File: src/laser_pkg.sv
// Shared widths, defaults, request structs and FSM states for the board glue; import where needed
package laser_pkg;

	// RAM geometry
	parameter int RAM_AW = 25;                       // Byte address width of the shared RAM

	// Eraser defaults, pages of 16K
	parameter logic [RAM_AW-1:0] ERASE_START_DEF = 25'h0C000; // Page 3
	parameter logic [RAM_AW-1:0] ERASE_END_DEF   = 25'h20000; // Page 8, one past the end
	parameter logic [2:0]        ERASE_SLOT_DEF  = 3'd6;      // Bus slot given to the eraser
	parameter logic [7:0]        ERASE_FILL      = 8'h00;     // Value left in cleared RAM

	// Audio
	parameter int DAC_BITS_DEF = 16;                 // Sigma-delta accumulator width

	// One memory request on the shared port
	typedef struct packed {
		logic [RAM_AW-1:0] addr;
		logic [7:0]        data;                     // Write data, ignored on reads
		logic              wr;
		logic              rd;
	} mem_req_t;

	// One program byte from the loader
	typedef struct packed {
		logic [RAM_AW-1:0] addr;
		logic [7:0]        data;
	} load_byte_t;

	// Who owns the memory port this cycle
	typedef enum logic [1:0] {
		OWN_LOADER,
		OWN_ERASER,
		OWN_MACHINE
	} mem_owner_e;

	typedef enum logic {
		ERASE_IDLE,
		ERASE_RUN
	} erase_state_e;

	typedef enum logic [1:0] {
		LOAD_WAIT_REQ,                               // Idle, ack low
		LOAD_WRITE,                                  // Byte goes out to the arbiter
		LOAD_WAIT_DROP                               // Ack high until req falls
	} load_state_e;

endpackage
File: src/laser_board_ctrl.sv
// Board glue top; wires loader, eraser, arbiter and audio DAC around the shared RAM port
`timescale 1ns/1ps

module laser_board_ctrl import laser_pkg::*; #(
	parameter logic [RAM_AW-1:0] ERASE_START = ERASE_START_DEF,
	parameter logic [RAM_AW-1:0] ERASE_END   = ERASE_END_DEF,
	parameter logic [2:0]        ERASE_SLOT  = ERASE_SLOT_DEF,
	parameter int                DAC_BITS    = DAC_BITS_DEF
) (
	input  logic       F14M,
	input  logic       rst,
	// Loader
	input  logic       load_req,
	input  load_byte_t load_byte,
	input  logic       load_active,
	output logic       load_ack,
	// Reset sources
	input  logic       erase_trigger,
	input  logic       power_on,
	input  logic       reset_key,
	// Machine bus
	input  mem_req_t   machine_req,
	input  logic [2:0] slot,
	// Audio sources
	input  logic       buzzer,
	input  logic       cas_out,
	input  logic       cas_in_raw,
	// Outputs
	output mem_req_t   mem_req,
	output logic       blank,
	output logic       cpu_reset,
	output logic       audio_l,
	output logic       audio_r
);

	logic              load_wr;
	load_byte_t        load_wr_byte;
	logic              boot_done;
	logic              erase_busy;
	logic              erase_wr;
	logic [RAM_AW-1:0] erase_addr;
	logic              erase_grant;

	ram_eraser #(.ERASE_START(ERASE_START), .ERASE_END(ERASE_END), .ERASE_SLOT(ERASE_SLOT))
	ram_eraser_inst (
		.F14M(F14M), .rst(rst), .trigger(erase_trigger), .slot(slot), .grant(erase_grant),
		.busy(erase_busy), .wr(erase_wr), .addr(erase_addr)
	);

	load_port load_port_inst (
		.F14M(F14M), .rst(rst), .req(load_req), .byte_in(load_byte), .active(load_active),
		.ack(load_ack), .wr(load_wr), .wr_byte(load_wr_byte), .boot_done(boot_done)
	);

	mem_arbiter mem_arbiter_inst (
		.F14M(F14M), .rst(rst), .load_wr(load_wr), .load_byte(load_wr_byte),
		.erase_busy(erase_busy), .erase_wr(erase_wr), .erase_addr(erase_addr),
		.machine_req(machine_req), .boot_done(boot_done), .load_active(load_active),
		.reset_key(reset_key), .power_on(power_on), .erase_grant(erase_grant),
		.mem_req(mem_req), .blank(blank), .cpu_reset(cpu_reset)
	);

	audio_dac #(.DAC_BITS(DAC_BITS)) audio_dac_inst (
		.F14M(F14M), .rst(rst), .buzzer(buzzer), .cas_out(cas_out), .cas_in_raw(cas_in_raw),
		.audio_l(audio_l), .audio_r(audio_r)
	);

endmodule

File: src/audio_dac.sv
// Audio path; syncs tape input, mixes buzzer and tape bits, first-order sigma-delta to both pins
`timescale 1ns/1ps

module audio_dac import laser_pkg::*; #(
	parameter int DAC_BITS = DAC_BITS_DEF
) (
	input  logic F14M,
	input  logic rst,
	input  logic buzzer,                  // Keyboard speaker bit
	input  logic cas_out,                 // Tape save line
	input  logic cas_in_raw,              // Tape input, async and active low
	output logic audio_l,
	output logic audio_r
);

	logic [1:0]          cas_sync;        // Two-flop synchronizer
	logic                cas_in;
	logic                mix;
	logic [DAC_BITS-1:0] acc;             // Sigma-delta accumulator
	logic [DAC_BITS-1:0] step;
	logic [DAC_BITS:0]   sum;             // One extra bit for the carry
	logic                dac_q;

	// Active low input, so invert after the second flop
	assign cas_in = ~cas_sync[1];

	// Tape monitor and save line share the speaker
	assign mix = buzzer ^ cas_in ^ ~cas_out;

	// Half scale when the mix bit is set, so the carry toggles every cycle
	assign step = {mix, {(DAC_BITS-1){1'b0}}};
	assign sum  = {1'b0, acc} + {1'b0, step};

	always_ff @(posedge F14M) begin
		if (rst) begin
			cas_sync <= 2'b11;           // Line idles high
		end else begin
			cas_sync <= {cas_sync[0], cas_in_raw};
		end
	end

	always_ff @(posedge F14M) begin
		if (rst) begin
			acc   <= '0;
			dac_q <= 1'b0;
		end else begin
			acc   <= sum[DAC_BITS-1:0];
			dac_q <= sum[DAC_BITS];     // Carry out is the pulse stream
		end
	end

	// Mono source on both channels
	assign audio_l = dac_q;
	assign audio_r = dac_q;

endmodule

File: src/mem_arbiter.sv
// Memory port arbiter; loader, eraser, machine by fixed priority, registered out, plus blank/reset holds
`timescale 1ns/1ps

module mem_arbiter import laser_pkg::*; (
	input  logic              F14M,
	input  logic              rst,
	input  logic              load_wr,
	input  load_byte_t        load_byte,
	input  logic              erase_busy,
	input  logic              erase_wr,
	input  logic [RAM_AW-1:0] erase_addr,
	input  mem_req_t          machine_req,
	input  logic              boot_done,
	input  logic              load_active,
	input  logic              reset_key,
	input  logic              power_on,
	output logic              erase_grant,
	output mem_req_t          mem_req,
	output logic              blank,
	output logic              cpu_reset
);

	mem_owner_e owner;
	mem_req_t   req_next;
	logic       blank_next;

	// Fixed priority, loader first
	always_comb begin
		if (load_wr)
			owner = OWN_LOADER;
		else if (erase_wr)
			owner = OWN_ERASER;
		else
			owner = OWN_MACHINE;
	end

	assign erase_grant = (owner == OWN_ERASER);

	always_comb begin
		case (owner)
			OWN_LOADER:  req_next = '{addr: load_byte.addr, data: load_byte.data, wr: 1'b1, rd: 1'b0};
			OWN_ERASER:  req_next = '{addr: erase_addr, data: ERASE_FILL, wr: 1'b1, rd: 1'b0};
			default: begin
				req_next = machine_req;
				// Sweep running, machine stays off the port
				if (erase_busy) begin
					req_next.wr = 1'b0;
					req_next.rd = 1'b0;
				end
			end
		endcase
	end

	// Video stays dark until boot and during loads or sweeps
	assign blank_next = ~boot_done | load_active | erase_busy;

	always_ff @(posedge F14M) begin
		if (rst) begin
			mem_req   <= '0;               // Idle port
			blank     <= 1'b1;
			cpu_reset <= 1'b1;
		end else begin
			mem_req   <= req_next;
			blank     <= blank_next;
			cpu_reset <= blank_next | reset_key | power_on; // Blank implies reset
		end
	end

endmodule

File: src/load_port.sv
// Loader receiver; four-phase req/ack handshake, one RAM write per byte, and boot-done flag
`timescale 1ns/1ps

module load_port import laser_pkg::*; (
	input  logic       F14M,
	input  logic       rst,
	input  logic       req,               // Loader request, held until ack
	input  load_byte_t byte_in,           // Stable while req is high
	input  logic       active,            // High while a download runs
	output logic       ack,
	output logic       wr,                // One-cycle write strobe
	output load_byte_t wr_byte,
	output logic       boot_done
);

	load_state_e state;
	logic        active_q;

	// Write strobe is the WRITE state itself, exactly one cycle per byte
	assign wr = (state == LOAD_WRITE);

	// Byte is stable under req, the arbiter samples it while wr is high
	assign wr_byte = byte_in;

	always_ff @(posedge F14M) begin
		if (rst) begin
			state <= LOAD_WAIT_REQ;
			ack   <= 1'b0;
		end else begin
			case (state)
				LOAD_WAIT_REQ: begin
					if (req && !ack)
						state <= LOAD_WRITE;         // Write next cycle
				end
				LOAD_WRITE: begin
					ack   <= 1'b1;               // Ack one cycle after the write
					state <= LOAD_WAIT_DROP;
				end
				LOAD_WAIT_DROP: begin
					// Wait for the loader to let go
					if (!req) begin
						ack   <= 1'b0;
						state <= LOAD_WAIT_REQ;
					end
				end
				default: begin
					state <= LOAD_WAIT_REQ;
					ack   <= 1'b0;
				end
			endcase
		end
	end

	// Boot completes on the first falling edge of active, sticky until rst
	always_ff @(posedge F14M) begin
		if (rst) begin
			active_q  <= 1'b0;
			boot_done <= 1'b0;
		end else begin
			active_q <= active;
			if (active_q && !active)
				boot_done <= 1'b1;
		end
	end

endmodule

File: src/ram_eraser.sv
// RAM clear engine; on a trigger edge it writes the fill byte over a range, one byte per granted slot
`timescale 1ns/1ps

module ram_eraser import laser_pkg::*; #(
	parameter logic [RAM_AW-1:0] ERASE_START = ERASE_START_DEF,
	parameter logic [RAM_AW-1:0] ERASE_END   = ERASE_END_DEF,
	parameter logic [2:0]        ERASE_SLOT  = ERASE_SLOT_DEF
) (
	input  logic              F14M,
	input  logic              rst,
	input  logic              trigger,     // Level reset request
	input  logic [2:0]        slot,        // Machine bus slot counter
	input  logic              grant,       // Arbiter took our write this cycle
	output logic              busy,
	output logic              wr,
	output logic [RAM_AW-1:0] addr
);

	erase_state_e state;
	logic         trigger_q;               // Previous trigger for edge detect
	logic         trigger_rise;
	logic         last_addr;

	assign trigger_rise = trigger & ~trigger_q;
	assign last_addr    = (addr == ERASE_END - 1'b1);

	// Busy for the whole sweep, so the arbiter keeps the machine off the port
	assign busy = (state == ERASE_RUN);

	// Only ask in our own slot
	assign wr = busy && (slot == ERASE_SLOT);

	always_ff @(posedge F14M) begin
		if (rst) begin
			state     <= ERASE_IDLE;
			trigger_q <= 1'b0;
			addr      <= ERASE_START;
		end else begin
			trigger_q <= trigger;
			case (state)
				ERASE_IDLE: begin
					// Edges during a run fall through to the other branch and are lost
					if (trigger_rise) begin
						state <= ERASE_RUN;
						addr  <= ERASE_START;    // Restart at the bottom every time
					end
				end
				ERASE_RUN: begin
					if (wr && grant) begin
						if (last_addr)
							state <= ERASE_IDLE; // Final byte written
						else
							addr <= addr + 1'b1;
					end
					// Not granted: hold addr, try again next slot
				end
				default: state <= ERASE_IDLE;
			endcase
		end
	end

endmodule

File: config.mk
export PLATFORM = sky130hd
export DESIGN_NAME = laser_board_ctrl
export DESIGN_NICKNAME = d
export VERILOG_FILES = /design/src/laser_pkg.sv /design/src/laser_board_ctrl.sv /design/src/audio_dac.sv /design/src/mem_arbiter.sv /design/src/load_port.sv /design/src/ram_eraser.sv
export SDC_FILE = /design/constraint.sdc
export NUM_CORES = 1
export LEC_CHECK = 0
export BUFFER_PORTS_ARGS = -buffer_cell sky130_fd_sc_hd__buf_2
export CORE_MARGIN = 2
export CORE_UTILIZATION = 30
export CTS_CLUSTER_DIAMETER = 30
export CTS_CLUSTER_SIZE = 28
export DETAILED_ROUTE_END_ITERATION = 6
export HOLD_SLACK_MARGIN = 0.15
export SETUP_SLACK_MARGIN = 0.4
export SLEW_MARGIN = 10
export SYNTH_ARGS = -nofsm -noshare
export SYNTH_HDL_FRONTEND = slang
export SYNTH_SLANG_ARGS = --single-unit
File: constraint.sdc
create_clock -name F14M -period 5.3 [get_ports F14M]
set_input_delay 0.53 -clock F14M [delete_from_list [all_inputs] [get_ports F14M]]
set_output_delay 0.53 -clock F14M [all_outputs]
set_load 0.03 [all_outputs]
==> results <==
- The flow ran to the end, and the final reports show no timing, DRC or antenna violations.
- The highest layer touched by signal routing is met4.
- The iteration-0 DRC count of the detailed router is 139.
- The routed wirelength normalized by instance count is 13.63 um.
- Yosys mapped a number of flops with a built-in enable equal to 0.
- The overall via count from detail_route is 2,861.
- In this run the worst setup path terminates at ram_eraser_inst.addr[7].
- The final sum of negative setup slack is 0 ns.
- The utilization after layout is 39.04%.
- The delay of the slowest cell on the worst path is 0.53 ns.
- After detailed routing, the met3 layer carries 532 um of wire.
- The data arrival time of the worst path is 2.31 ns.
- The most common cell after layout, fill and taps aside is sky130_fd_sc_hd__buf_2.
- The final critical delay including setup and external delays is 2.095 ns.
- The cell area after placement is 0.003880 sq mm.
- The main combinational cell family by area after synthesis is simple AND/OR/NAND/NOR gates.
- The sequential share of the synthesized area is 45.77%.
- The final hold violation count is 0.
- In this run the post-CTS setup repair buffer count came out at 0.
- Along the worst path, the maximum fanout reaches 10.
- The routed design uses 3718 um of met2 wire.
- The clock arrives with 0.008741 ns of skew.
- The post-cts resize count is 0.
- The final-report max-slew violation count is 0.
- After synthesis, the mean cell area works out to 9.309 sq um.
- For flop-to-flop paths, the worst setup slack is 3.20 ns.
- Counting the buffers created by CTS gives 9.
- The number of global-route vias before repair was 2,720.
- The synthesized design spends more area on one cell type than any other, namely sky130_fd_sc_hd__dfxtp_1.
- The CTS tree is yes.
- Setup violations remaining at the end of the flow were counted as 0.
- The mapped netlist covers 0.003193 sq mm.
- The post-synthesis instance total is 343.
- The standard cell core area is 0.01032 sq mm.
- Sorting the synthesized cells by area gives the leading types as sky130_fd_sc_hd__dfxtp_1, sky130_fd_sc_hd__mux2i_1, sky130_fd_sc_hd__a211oi_1.
- In this run the horizontal extent of the chip is 107.2 um.
- The area growth from synthesis to layout is 26.21%.
- The count of buffers inserted at the top-level ports is 120.
- The count of TritonRoute iterations in the first routing pass is 4.
- The area of the die is 0.01148 sq mm.
- The number of antenna violations at the first check in global routing was 0.
- The wire-length estimate of the detail-placed layout is 5815 um.
- After layout, the worst path uses 39.54% of the clock period.
- The total wirelength of the detailed-routed design is 8096 um.
- By startpoint and endpoint, the worst setup path is classified as reg2reg.
- Of the total synthesized cell area, the portion taken by full adders, half adders and majority gates is 0.7837%.
- Cells with a size suffix above 1 make up 33.41% of the layout.
- The total of max-cap violations is 0.
- The Yosys step of the flow raised 0 warnings.
- The top flip-flop cell by instance count after synthesis is sky130_fd_sc_hd__dfxtp_1.
- The post-route cell area is 0.004030 sq mm.
- In this run the critical register-to-register path is captured at ram_eraser_inst.addr[7].
- The master of the slowest instance on the critical path is sky130_fd_sc_hd__o31ai_4.
- The share of synthesized area in the top cell type comes to 45.77%.
- The clock latency on the worst-skew pair is 0.34 ns.
- The number of antenna diodes in the final layout is 0.
- The critical path goes through ha_1, and4_1, nand2_1, o31ai_4, a211oi_1, xnor2_1, nor2_1.
- The worst setup path is launched from a register.
- The leakage power is 0.001835 uW.
- The first global-routing pass estimated 12,760 um of wire.
- The peak ir drop on the vdd network is 0.0001013 V.
- Measured against its own limit, the worst slew margin works out to 35.56%.
- The library cells used most frequently in the layout, excluding fill and tap cells, are sky130_fd_sc_hd__buf_2, sky130_fd_sc_hd__dfxtp_1, sky130_fd_sc_hd__nor2_1, sky130_fd_sc_hd__a211oi_1, sky130_fd_sc_hd__mux2i_1.
- The chip height is 107.2 um.
- The net count of the finished layout is 538.
- For this run, asynchronously set or reset flops after synthesis account for 0%.
- The worst setup path is captured at a register.
- The deepest clock path buffer count is 2.
- Data on the critical path is required at its endpoint by 5.52 ns.
- The number of clock sinks is 73.
- The power density over cell area is 277.9 mW/mm^2.
- After Yosys synthesis, and, or, nand and nor cells account for 21.28% of the synthesized area.
- The tightest min-delay check is of the in2reg type.
- The most critical setup path has its startpoint at ram_eraser_inst.addr[0].
- After Yosys synthesis, XOR and XNOR cells account for 5.760% of the synthesized area.
- Summing the areas of all compound-gate instances in the mapped netlist gives 15.28% of the synthesized area.
- In this run the remaining antenna-violating nets after routing total 0.
- The congestion estimate from routability-driven global placement came to 0.8259.
- For this configuration, the core starts out at a cell density of 30.93%.
- In this run, distinct cell masters in the synthesized netlist total 49.
- Global routing used 14.19% of the available tracks across all layers.
- The worst reg2reg path depth is 7.
- The cell at the root of the clock tree is sky130_fd_sc_hd__clkbuf_8.
- The depth of the CTS H-tree is 3.
- The mean number of vias per cell is 4.816.
- The portion of synthesized area spent on multiplexers is 7.837%.
- The length of routed wiring on met1 is 3720 um.
- Setup repair after global routing left no endpoint under its margin.
- The worst flop-to-flop path startpoint is ram_eraser_inst.addr[0].
- For the pin with the worst max-slew slack, the measured transition is 0.9646 ns.
- Timing would allow up to 477.2 MHz.
- The total congestion overflow after global routing is 0.
- Counting flops and latches in the post-synthesis netlist gives 73.
- The pin count of the biggest net entering global routing is 50.
- After detailed routing, the number of remaining DRC violations is 0.
- The standard-cell row count is 37.
- The number of nets in the synthesized netlist is 426.
- The clock-pin slew on the worst setup and hold paths is 0.07 ns.
- The number of hold buffers added after CTS is 0.
- In this run the count of I/O pins placed on the die edge is 121.
worst min path at each step:
stage	from	endpoint	slack, ns	cells after the start
global route	cas_in_raw	audio_dac_inst.cas_sync[0]	0.36	2
global placement	load_port_inst.boot_done	mem_arbiter_inst.blank	0.40	1
finish	power_on	mem_arbiter_inst.cpu_reset	0.37	2
detailed placement	load_port_inst.boot_done	mem_arbiter_inst.blank	0.41	1
CTS	reset_key	mem_arbiter_inst.cpu_reset	0.35	2
floorplan	load_port_inst.boot_done	mem_arbiter_inst.blank	0.38	1
report_power, final:
part | internal (uW) | switching (uW) | leakage (uW)
clock network | 162 | 194 | 0.0000778
registers | 577 | 9.70 | 0.000600
logic | 64.6 | 113 | 0.00116
total | 803 | 316 | 0.00184
final cells by class:
type / count / area [sq um]
clock buffer: 10 / 127.6
clock inverter: 4 / 22.52
fill: 1036 / 6294
inverter: 1 / 3.754
multi-input combinational: 248 / 1629
sequential: 73 / 1461
tap: 136 / 170.2
timing repair buffer: 122 / 615.6
worst max-delay path, delay by kind of cell, from the launching register on:
family | cells | cell delay [ns]
fa+ha+maj | 1 | 0.22
xor+xnor | 1 | 0.17
flops | 1 | 0.43
compound gates | 2 | 0.71
simple gates | 3 | 0.44
registers in the layout (all words and copies together), names as in the netlist:
signal / count
mem_arbiter_inst.mem_req: 35
ram_eraser_inst.addr: 25
audio_dac_inst.cas_sync: 2
load_port_inst.state: 2
audio_dac_inst.acc: 1
audio_dac_inst.audio_l: 1
load_port_inst.ack: 1
load_port_inst.active_q: 1
load_port_inst.boot_done: 1
mem_arbiter_inst.blank: 1
mem_arbiter_inst.cpu_reset: 1
ram_eraser_inst.busy: 1
ram_eraser_inst.trigger_q: 1
logic make-up (layout without fill, tap and decap cells):
group | count (synthesis) | in the layout
buf+inv | 22 | 137
compound gates | 68 | 68
mux | 25 | 25
flops | 73 | 73
xor+xnor | 21 | 21
simple gates | 132 | 132
fa+ha+maj | 2 | 2
routing by layer:
layer | GRT usage [%] | vias to the layer above
met1 | 17.67 | 1313
li1 | - | 1442
met2 | 23.24 | 94
met3 | 4.195 | 12
met5 | 0 | -
met4 | 5.009 | 0
Yosys cell counts, types with 3 or more instances:
| cell type | n |
|---|---|
| sky130_fd_sc_hd__a211oi_1 | 28 |
| sky130_fd_sc_hd__and3_1 | 4 |
| sky130_fd_sc_hd__nand4_1 | 5 |
| sky130_fd_sc_hd__nor2_1 | 52 |
| sky130_fd_sc_hd__nand2b_1 | 3 |
| sky130_fd_sc_hd__clkbuf_1 | 15 |
| sky130_fd_sc_hd__nand3_1 | 17 |
| sky130_fd_sc_hd__dfxtp_1 | 73 |
| sky130_fd_sc_hd__xnor2_1 | 20 |
| sky130_fd_sc_hd__mux2i_1 | 25 |
| sky130_fd_sc_hd__nor2b_1 | 4 |
| sky130_fd_sc_hd__buf_2 | 3 |
| sky130_fd_sc_hd__or3_1 | 4 |
| sky130_fd_sc_hd__a21oi_1 | 24 |
| sky130_fd_sc_hd__and4_1 | 3 |
| sky130_fd_sc_hd__nand2_1 | 22 |
metrics by stage:
stage	hold slack (ns)	total power (uW)	std cells	worst slack, ns
after detailed placement	0.4072	778.3	580	3.060
after global placement	0.3962	776.2	580	3.075
after CTS	0.3545	1136	594	3.219
after floorplan	0.3808	712.7	343	3.509
final	0.3697	1120	594	3.205
after global routing	0.3571	1177	594	3.015
(Power assumes the default switching activity.)
